## config.mk

```make
export PLATFORM = sky130hd
export DESIGN_NAME = decodeStage
export DESIGN_NICKNAME = d
export VERILOG_FILES = /design/src/logic/procPkg.sv /design/src/logic/decodeStage.sv
export VERILOG_INCLUDE_DIRS = /design/src /design/src/logic
export SDC_FILE = /design/constraint.sdc
export NUM_CORES = 1
export LEC_CHECK = 0
export ABC_AREA = 0
export BUFFER_PORTS_ARGS = -buffer_cell sky130_fd_sc_hd__buf_4
export CORE_MARGIN = 2
export CORE_UTILIZATION = 58
export CTS_CLUSTER_SIZE = 20
export DETAILED_ROUTE_END_ITERATION = 16
export PLACE_DENSITY_LB_ADDON = 0.15
export SYNTH_ARGS = -nofsm -noshare
export SYNTH_HDL_FRONTEND = slang
export SYNTH_SLANG_ARGS = --single-unit
```

## constraint.sdc

```tcl
create_clock -name clk -period 2.9 [get_ports clk]
set_input_delay 0.145 -clock clk [delete_from_list [all_inputs] [get_ports clk]]
set_output_delay 0.145 -clock clk [all_outputs]
set_load 0.03 [all_outputs]
```

## src/logic/proc_macros.svh

```systemverilog
`ifndef PROC_MACROS_SVH
`define PROC_MACROS_SVH

// Datapath and instruction word width
`define WORD_W 16

// Both memories are word addressed
`define IMEM_AW 8
`define IMEM_DEPTH 256
`define DMEM_AW 8
`define DMEM_DEPTH 256

// Eight general registers, R0 is not hardwired
`define REG_AW 3
`define REG_CNT 8

// NOP opcode with every other field zero
`define NOP_WORD 16'h0800

`endif

```

## src/logic/procPkg.sv

```systemverilog
`include "proc_macros.svh"

package procPkg;

   // Major opcodes, the R-type ops share one and are split by func
   typedef enum logic [4:0] {
      opHalt  = 5'b00000,
      opNop   = 5'b00001,
      opJ     = 5'b00100,
      opAddi  = 5'b01000,
      opBeqz  = 5'b01100,
      opSt    = 5'b10000,
      opLd    = 5'b10001,
      opRType = 5'b11011
   } opcodeT;

   typedef struct packed {
      opcodeT             op;
      logic [`REG_AW-1:0] rs;
      logic [`REG_AW-1:0] rt;
      logic [`REG_AW-1:0] rd;
      logic [1:0]         func;
   } rViewT;

   typedef struct packed {
      opcodeT             op;
      logic [`REG_AW-1:0] rs;
      logic [`REG_AW-1:0] rd;
      logic [4:0]         imm5;
   } iViewT;

   // J takes {rs, off8} as its 11-bit offset
   typedef struct packed {
      opcodeT             op;
      logic [`REG_AW-1:0] rs;
      logic [7:0]         off8;
   } bViewT;

   typedef union packed {
      rViewT rView;
      iViewT iView;
      bViewT bView;
   } instrT;

   typedef struct packed {
      logic       regWrite;
      logic       aluSrcImm;
      logic [1:0] aluOp;
      logic       memRead;
      logic       memWrite;
      logic       isBranch;
      logic       isJump;
      logic       isHalt;
      logic       illegal;
   } ctrlT;

endpackage

```

## src/logic/decodeStage.sv

```systemverilog
`timescale 1ns/1ps
`include "proc_macros.svh"

module decodeStage (
   input  logic                clk,
   input  logic                rstN,
   input  logic                stall,
   input  logic                flush,
   input  procPkg::instrT      fdInstr,
   input  logic [`IMEM_AW-1:0] fdPc,
   input  logic                wbEn,
   input  logic [`REG_AW-1:0]  wbAddr,
   input  logic [`WORD_W-1:0]  wbData,
   output procPkg::ctrlT       dxCtrl,
   output logic [`REG_AW-1:0]  dxRs,
   output logic [`REG_AW-1:0]  dxRt,
   output logic [`REG_AW-1:0]  dxRd,
   output logic [`WORD_W-1:0]  dxVal1,
   output logic [`WORD_W-1:0]  dxVal2,
   output logic [`WORD_W-1:0]  dxImm,
   output logic [`IMEM_AW-1:0] dxPc,
   output logic [`REG_AW-1:0]  decRs,
   output logic [`REG_AW-1:0]  decRt
);

   import procPkg::*;

   ctrlT               ctrl;
   logic [`REG_AW-1:0] decRd;
   logic [`WORD_W-1:0] imm;
   logic [`WORD_W-1:0] rf [`REG_CNT];
   logic [`WORD_W-1:0] rdVal1;
   logic [`WORD_W-1:0] rdVal2;

   always_comb begin
      ctrl  = '0;
      decRs = fdInstr.rView.rs;
      // For a store the rt field names the data register
      decRt = fdInstr.rView.rt;
      decRd = fdInstr.iView.rd;
      imm   = {{(`WORD_W-5){fdInstr.iView.imm5[4]}}, fdInstr.iView.imm5};
      case (fdInstr.rView.op)
         opHalt: ctrl.isHalt = 1'b1;
         opNop:  ctrl = '0;
         opRType: begin
            ctrl.regWrite = 1'b1;
            ctrl.aluOp    = fdInstr.rView.func;
            decRd         = fdInstr.rView.rd;
         end
         opAddi: begin
            ctrl.regWrite  = 1'b1;
            ctrl.aluSrcImm = 1'b1;
         end
         opLd: begin
            ctrl.regWrite  = 1'b1;
            ctrl.aluSrcImm = 1'b1;
            ctrl.memRead   = 1'b1;
         end
         opSt: begin
            ctrl.aluSrcImm = 1'b1;
            ctrl.memWrite  = 1'b1;
         end
         opBeqz: begin
            ctrl.isBranch = 1'b1;
            imm = {{(`WORD_W-8){fdInstr.bView.off8[7]}}, fdInstr.bView.off8};
         end
         opJ: begin
            ctrl.isJump = 1'b1;
            imm = {{(`WORD_W-11){fdInstr.bView.rs[2]}}, fdInstr.bView.rs,
                   fdInstr.bView.off8};
         end
         default: ctrl.illegal = 1'b1;
      endcase
   end

   always_ff @(posedge clk) begin
      if (!rstN) begin
         for (int i = 0; i < `REG_CNT; i++) begin
            rf[i] <= '0;
         end
      end else if (wbEn) begin
         rf[wbAddr] <= wbData;
      end
   end

   // Writeback in the same cycle is seen by the read
   assign rdVal1 = (wbEn && wbAddr == decRs) ? wbData : rf[decRs];
   assign rdVal2 = (wbEn && wbAddr == decRt) ? wbData : rf[decRt];

   // Stall or flush turns the slot into a bubble
   always_ff @(posedge clk) begin
      if (!rstN) begin
         dxCtrl <= '0;
      end else if (stall || flush) begin
         dxCtrl <= '0;
      end else begin
         dxCtrl <= ctrl;
      end
   end

   always_ff @(posedge clk) begin
      dxRs   <= decRs;
      dxRt   <= decRt;
      dxRd   <= decRd;
      dxVal1 <= rdVal1;
      dxVal2 <= rdVal2;
      dxImm  <= imm;
      dxPc   <= fdPc;
   end

endmodule

```

==> results of run 1 <==
[cell usage after synthesis (all sizes together), types with 6 or more instances]
cell type / instances
and2: 129
buf: 24
clkbuf: 24
dfxtp: 70
edfxtp: 128
mux2: 67
mux4: 64
nand2b: 6
nor2: 9
o21ai: 6
xnor2: 7
[metal layers]
layer,vias up,global-route usage,share of wire
met5,-,0,0
met4,0,0.101,0.020
met3,38,0.0447,0.067
met2,241,0.475,0.53
met1,2766,0.319,0.39
li1,2465,-,-
[registers in the layout, summed over array words and instances (netlist names)]
signal and cells:
dxRs 3, dxCtrl 10, rf 128, dxPc 8, dxRd 3, dxVal1 16, dxRt 3, dxVal2 16
dxImm 11
[worst register-to-register path, cell delays in order, from the launching register on]
cell                       delay [ns]
sky130_fd_sc_hd__edfxtp_1        0.42
sky130_fd_sc_hd__mux4_1          0.52
sky130_fd_sc_hd__mux2_2          0.27
sky130_fd_sc_hd__mux2_2          0.27
[cells by family (layout without fill, tap and decap cells)]
family | Yosys count | after routing
flip-flops | 198 | 198
AND/OR/NAND/NOR | 171 | 171
multiplexers | 136 | 136
buffers and inverters | 52 | 207
AO/OA/AOI/OAI | 8 | 8
XOR/XNOR | 7 | 7
[path summary, 6_finish.rpt]
| check | from | end | slack [ns] |
|---|---|---|---|
| setup / recovery | rf[3][0] | dxVal1[0] | 1.30 |
| hold / removal | wbData[8] | dxVal1[8] | 0.01 |
| setup reg to reg | rf[3][0] | dxVal1[0] | 1.30 |
| hold reg to reg | rf[0][13] | dxVal1[13] | 0.82 |
[layout make-up]
cell class / count / share of cell area
Inverter: 4 / 0.00135
Timing Repair Buffer: 171 / 0.121
Clock inverter: 6 / 0.00316
Multi-Input combinational cell: 322 / 0.329
Sequential cell: 198 / 0.473
Clock buffer: 26 / 0.0480
Tap cell: 216 / 0.0244
[through the flow]
stage | total power [mW] | setup slack (ns) | hold slack [ns] | utilization
5_1_grt | 6.79 | 1.26 | 0.0124 | 0.705
6_report | 6.59 | 1.30 | 0.0105 | 0.705
3_5_place_dp | 4.37 | 0.862 | 0.251 | 0.658
4_1_cts | 6.61 | 1.30 | 0.00140 | 0.705
3_3_place_gp | 4.34 | 0.913 | 0.249 | 0.658
2_1_floorplan | 3.99 | 0.780 | 0.173 | -
[power groups by stage]
stage / registers (mW) / clock network (mW) / logic (mW)
after floorplan: 3.52 / 0 / 0.471
after global routing: 3.32 / 2.40 / 1.08
after detailed placement: 3.36 / 0 / 1.01
final: 3.30 / 2.26 / 1.03
after global placement: 3.35 / 0 / 0.992
after CTS: 3.30 / 2.28 / 1.03
==> qor.log, run 1 <==
[worst_hold_path] worst hold path depth 2
[clock_network] Clk Latency, worst-skew pair 0.43 ns
[place] HPWL after detailed placement 13600 µm
[yosys] primary flip-flop cell chosen by synthesis mapping sky130_fd_sc_hd__edfxtp_1
[sta] final clock period utilization by the worst path 0.551
[sta] Min Clock Period, post-route 1.60 ns
[detailed_routing] routed length per instance 22.8 µm
[pwr] part of the total power dissipated in combinational logic 0.156
[critical_path] Worst Path Max Fanout 2
[cells_and_area] antenna diode instance count 0
[cells_and_area] count of non-filler cells in the finished layout 943
[clock_network] # Post-CTS Setup Buffers 0
[cells_and_area] layout cell share with drive strength beyond 1 0.362
[floorplanning] effective utilization at floorplan 0.586
[floorplanning] Chip Width 130 µm
[cells_and_area] leading cell types in the layout, fill and taps excluded 153 x sky130_fd_sc_hd__buf_4, 129 x sky130_fd_sc_hd__and2_1, 128 x sky130_fd_sc_hd__edfxtp_1
[sta] Worst Max-Slew Pin Slew 1.03 ns
[sta] final number of setup-violating endpoints 0
[pwr] VDD IR max 0.487 mV
[detailed_routing] Post-Route WL 21500 µm
[cells_and_area] area of the multi-input gates 3650 µm²
[critical_path] ordered list of cells on the worst path mux4_1 -> mux2_2 -> mux2_2
[clock_network] CTS-repair resized insts 0
[floorplanning] area enclosed by the die boundary 16900 µm²
[clock_network] Clock H-tree levels 4
[pwr] cell-internal power 4.98 mW
[sta] worst slew margin relative to its limit 0.314
[clock_network] clock slew at reported path FFs 0.07 ns
[cells_and_area] number of nets in the final layout 762
[critical_path] cell count of the worst reg-to-reg path 3
[critical_path] worst path buffer plus inverter count 0
[critical_path] Worst EP required 3.22 ns
[detailed_routing] via count normalized by instance count 5.84
[place] weighted congestion at the end of routability-driven global placement 0.853
[place] dpl cells 894
[yosys] proportion of register bits with asynchronous set or reset after synthesis 0
[sta] Max Slew Vio Count 0
[yosys] proportion of netlist area held by the largest area contributor 0.418
[pwr] Net Switching 1.61 mW
[yosys] Ys Warns 0
[detailed_routing] number of optimization iterations in the first detailed-route pass 4
[place] number of port buffers 128
[pwr] fraction of power spent switching nets 0.245
[critical_path] Worst path max stage delay 0.52 ns
[yosys] xor and xnor area share after synthesis 0.00666
[floorplanning] total I/O pin count 129
[floorplanning] FP Rows 46
[flow_run] max-capacitance violation count 0
[critical_path] data arrival time of the critical path 1.91 ns
[grt] first-pass GRT wire length 31700 µm
[clock_network] clock buffers created by TritonCTS 17
[critical_path] Critical Path End Type flip-flop
[critical_path] cell type group with the largest total delay on the critical path multiplexers
[sta] unrepaired setup endpoints after global routing no
[yosys] cell type with the largest total area after synthesis sky130_fd_sc_hd__edfxtp_1
[floorplanning] height of the die 130 µm
[clock_network] cts hold-fix bufs 17
[detailed_routing] Detail Route Antenna Nets 0
[clock_network] number of buffers between clock root and the deepest sink 2
[cells_and_area] Filler cells 1052
[sta] count of final hold-check violations 0
[grt] grt ovf 0
[clock_network] buffer cell driving the clock tree root sky130_fd_sc_hd__clkbuf_16
[yosys] distinct cell type count of the synthesized netlist 32
[cells_and_area] commonest non-fill, non-tap cell in the layout sky130_fd_sc_hd__buf_4
[yosys] cells taking the most area after synthesis sky130_fd_sc_hd__edfxtp_1 42%, sky130_fd_sc_hd__mux4_1 15%, sky130_fd_sc_hd__dfxtp_1 15%, sky130_fd_sc_hd__and2_1 8.8%, sky130_fd_sc_hd__mux2_2 7.0%
[yosys] per-instance average area after synthesis 16.1 µm²
[critical_path] slowest cell on the critical path sky130_fd_sc_hd__mux4_1
[clock_network] CTS tree built
[yosys] adder-cell share of the synthesized area 0
[pwr] Power Density 595 nW/µm²
[grt] largest net degree at the start of global routing 38
[worst_hold_path] worst hold path type primary input to flip-flop
[grt] vias in the first global route 5474
[yosys] Synth Area in Compound Gates 0.00517
[detailed_routing] initial drt markers 450
[detailed_routing] Residual DRC 0
[place] cell area after placement 10300 µm²
[detailed_routing] via total after detailed routing 5510
[pwr] leakage power figure 4.45 nW
[yosys] Simple-Gate Fraction of Synth Area 0.114
[yosys] number of enable-type register cells in the synthesized netlist 128
[critical_path] startpoint types flip-flop
[pwr] clock group share of total power 0.343
[cells_and_area] area growth from synthesis to layout 20.4%
[cells_and_area] register cell area after layout 5250 µm²
[cells_and_area] final cell area excluding filler cells 11100 µm²
[yosys] post-synthesis net count 620
[floorplanning] core outline area 15700 µm²
[yosys] multiplexer area fraction after synthesis 0.270
[clock_network] clock sink total 198
[sta] aggregate negative setup slack 0 ns
[yosys] sequential share of the synthesized area 0.570
[yosys] area of the mapped netlist 9200 µm²
[critical_path] path length in cells of the critical path 3
[critical_path] library cell appearing most often on the critical path sky130_fd_sc_hd__mux2_2
[sta] FMAX 626 MHz
[grt] initial antenna violation count 0
[critical_path] Crit Path Class flip-flop to flip-flop
[outcome] run status completed
[yosys] #FFs+latches synth 198
[pwr] sequential power share 0.501
[yosys] count of mapped cells out of synthesis 572
[grt] overall global routing resource usage 0.264
[yosys] main combinational cell family by area after synthesis multiplexers
[sta] setup skew after layout 0.00967 ns
No activity file was read; power rests on OpenSTA's default activity.
==> run 2, diff against run 1 <==
==> constraint.sdc (replaced) <==
create_clock -name clk -period 1.6 [get_ports clk]
set_input_delay 0.08 -clock clk [delete_from_list [all_inputs] [get_ports clk]]
set_output_delay 0.08 -clock clk [all_outputs]
set_load 0.03 [all_outputs]
==> qor.log, run 2 (synthesis gave the netlist of run 1 again) <==
[cells_and_area] Final Util 0.740
[clock_network] clock buffers created by TritonCTS 17
[sta] Worst Max-Slew Pin Slew 0.810 ns
[critical_path] startpoint of the lowest-slack register-to-register path rf[2][0]
[grt] met1 Usage GRT 0.307
[clock_network] Clk Latency, worst-skew pair 0.44 ns
[detailed_routing] routed length per instance 22.7 µm
[grt] initial antenna violation count 0
[place] number of port buffers 128
[critical_path] Worst Path Max Fanout 2
[cells_and_area] register containing the most flip-flops in the final layout rf
[clock_network] buffer cell driving the clock tree root sky130_fd_sc_hd__clkbuf_16
[grt] overall global routing resource usage 0.275
[detailed_routing] Post-Route WL 22500 µm
[sta] Max Slew Vio Count 0
[grt] first-pass GRT wire length 32800 µm
[critical_path] data arrival time of the critical path 1.91 ns
[clock_network] Clock H-tree levels 4
[cells_and_area] number of nets in the final layout 811
[pwr] fraction of power spent switching nets 0.256
[place] HPWL after detailed placement 14800 µm
[detailed_routing] number of optimization iterations in the first detailed-route pass 5
[critical_path] startpoint types flip-flop
[detailed_routing] Detail Route Antenna Nets 0
[critical_path] Critical Path End Type flip-flop
[place] weighted congestion at the end of routability-driven global placement 0.821
[critical_path] origin of the worst setup path rf[2][0]
[floorplanning] height of the die 130 µm
[grt] vias in the first global route 5837
[cells_and_area] layout cell share with drive strength beyond 1 0.388
[cells_and_area] commonest non-fill, non-tap cell in the layout sky130_fd_sc_hd__buf_4
[worst_hold_path] worst hold path type primary input to flip-flop
[cells_and_area] area growth from synthesis to layout 26.3%
[floorplanning] effective utilization at floorplan 0.586
[place] dpl cells 916
[pwr] clock group share of total power 0.350
[clock_network] clock sink total 198
[detailed_routing] Residual DRC 0
[outcome] run status completed
[floorplanning] core outline area 15700 µm²
[floorplanning] total I/O pin count 129
[pwr] cell-internal power 9.17 mW
[pwr] sequential power share 0.486
[worst_hold_path] worst min-delay path startpoint fdInstr[5]
[grt] met2 demand-to-capacity share in global routing 0.501
[pwr] part of the total power dissipated in combinational logic 0.164
[sta] count of final hold-check violations 0
[cells_and_area] leading cell types in the layout, fill and taps excluded 164 x sky130_fd_sc_hd__buf_4, 129 x sky130_fd_sc_hd__and2_1, 128 x sky130_fd_sc_hd__edfxtp_1
[pwr] leakage power figure 4.67 nW
[grt] largest net degree at the start of global routing 21
[cells_and_area] registers with the highest flip-flop counts rf: 128 flops, dxVal1: 16 flops, dxVal2: 16 flops
[detailed_routing] via count normalized by instance count 5.75
[floorplanning] FP Rows 46
[detailed_routing] initial drt markers 426
[cells_and_area] count of non-filler cells in the finished layout 992
[floorplanning] Chip Width 130 µm
[sta] FMAX 632 MHz
[sta] final clock period utilization by the worst path 0.990
[pwr] Net Switching 3.15 mW
[sta] setup skew after layout 0.00849 ns
[sta] unrepaired setup endpoints after global routing yes
[grt] met3 Use GR 0.0652
[cells_and_area] max FFs per register 128
[critical_path] Crit Path Class flip-flop to flip-flop
[clock_network] # Post-CTS Setup Buffers 0
[sta] worst slew margin relative to its limit 0.458
[critical_path] Worst EP required 1.93 ns
[sta] final number of setup-violating endpoints 0
[clock_network] CTS tree built
[pwr] Power Density 1060 nW/µm²
[detailed_routing] via total after detailed routing 5708
[pwr] VDD IR max 1.27 mV
[flow_run] max-capacitance violation count 0
[clock_network] clock slew at reported path FFs 0.07 ns
[sta] Min Clock Period, post-route 1.58 ns
[cells_and_area] antenna diode instance count 0
[grt] grt ovf 0
[floorplanning] area enclosed by the die boundary 16900 µm²
[pwr] overall power of the completed layout 12.3 mW
[clock_network] number of buffers between clock root and the deepest sink 2
[grt] most heavily used metal layer in global routing met2
[run 2: changes by cell type in the layout (fill, tap and decap cells not counted), sizes merged]
cell and delta:
buf +22, clkinvlp +2, bufinv +2, clkinv +3, clkbuf -9, dlygate4sd3 +27
inv +2
[run 2: layout make-up]
cell class,count,area [µm²]
clock buffer,17,425
clock inverter,15,168
fill,955,4090
inverter,4,15.0
multi-input combinational,322,3590
sequential,198,5250
tap,216,270
timing repair buffer,220,1910
[run 2: what timing repair did]
item                                    4_1_cts  5_1_grt
hold endpoints to repair                    181        0
pin swaps                                     0        0
hold buffers                                 44        0
endpoints found under the setup margin        3        9
gates resized for setup                       3       11
[run 2: per-stage QoR]
step | TNS [ns] | setup slack (ns) | hold slack, ns | area [µm²]
6_report | 0 | 0.0166 | 0.0986 | 11600
2_1_floorplan | -1.73 | -0.0259 | 0.108 | 9210
3_5_place_dp | -0.689 | -0.0554 | 0.185 | 10600
5_1_grt | -0.0154 | -0.0105 | 0.0998 | 11600
4_1_cts | 0 | 0.0109 | 0.0885 | 11700
3_3_place_gp | -0.0520 | -0.0158 | 0.185 | 10600
[run 2: worst paths after layout]
kind	end	slack (ns)	depth (start not counted)
min	dxImm[5]	0.1	4
max	dxVal2[0]	0.02	3
min reg2reg	dxVal1[13]	0.84	3
max reg2reg	dxVal2[0]	0.02	3
[run 2: metal layers]
| metal | share of wire | wire, µm | vias up |
|---|---|---|---|
| met1 | 0.38 | 8530 | 2840 |
| met3 | 0.061 | 1370 | 58 |
| met2 | 0.53 | 11900 | 252 |
| met4 | 0.033 | 736 | 0 |
| met5 | 0 | 0 | - |
| li1 | - | - | 2558 |
[run 2: critical path, cell delays in order, from the launching register on]
cell                       delay, ns
sky130_fd_sc_hd__edfxtp_1       0.43
sky130_fd_sc_hd__mux4_2         0.48
sky130_fd_sc_hd__mux2_2         0.28
sky130_fd_sc_hd__mux2_2         0.29
[run 2: power groups by stage]
stage	Clock (mW)	Combinational, mW	Sequential (mW)
finish	4.31	2.01	5.99
global route	4.51	2.11	6.02
CTS	4.35	2.01	5.98
detailed placement	0	1.91	6.09
global placement	0	1.87	6.07
floorplan	0	0.855	6.38
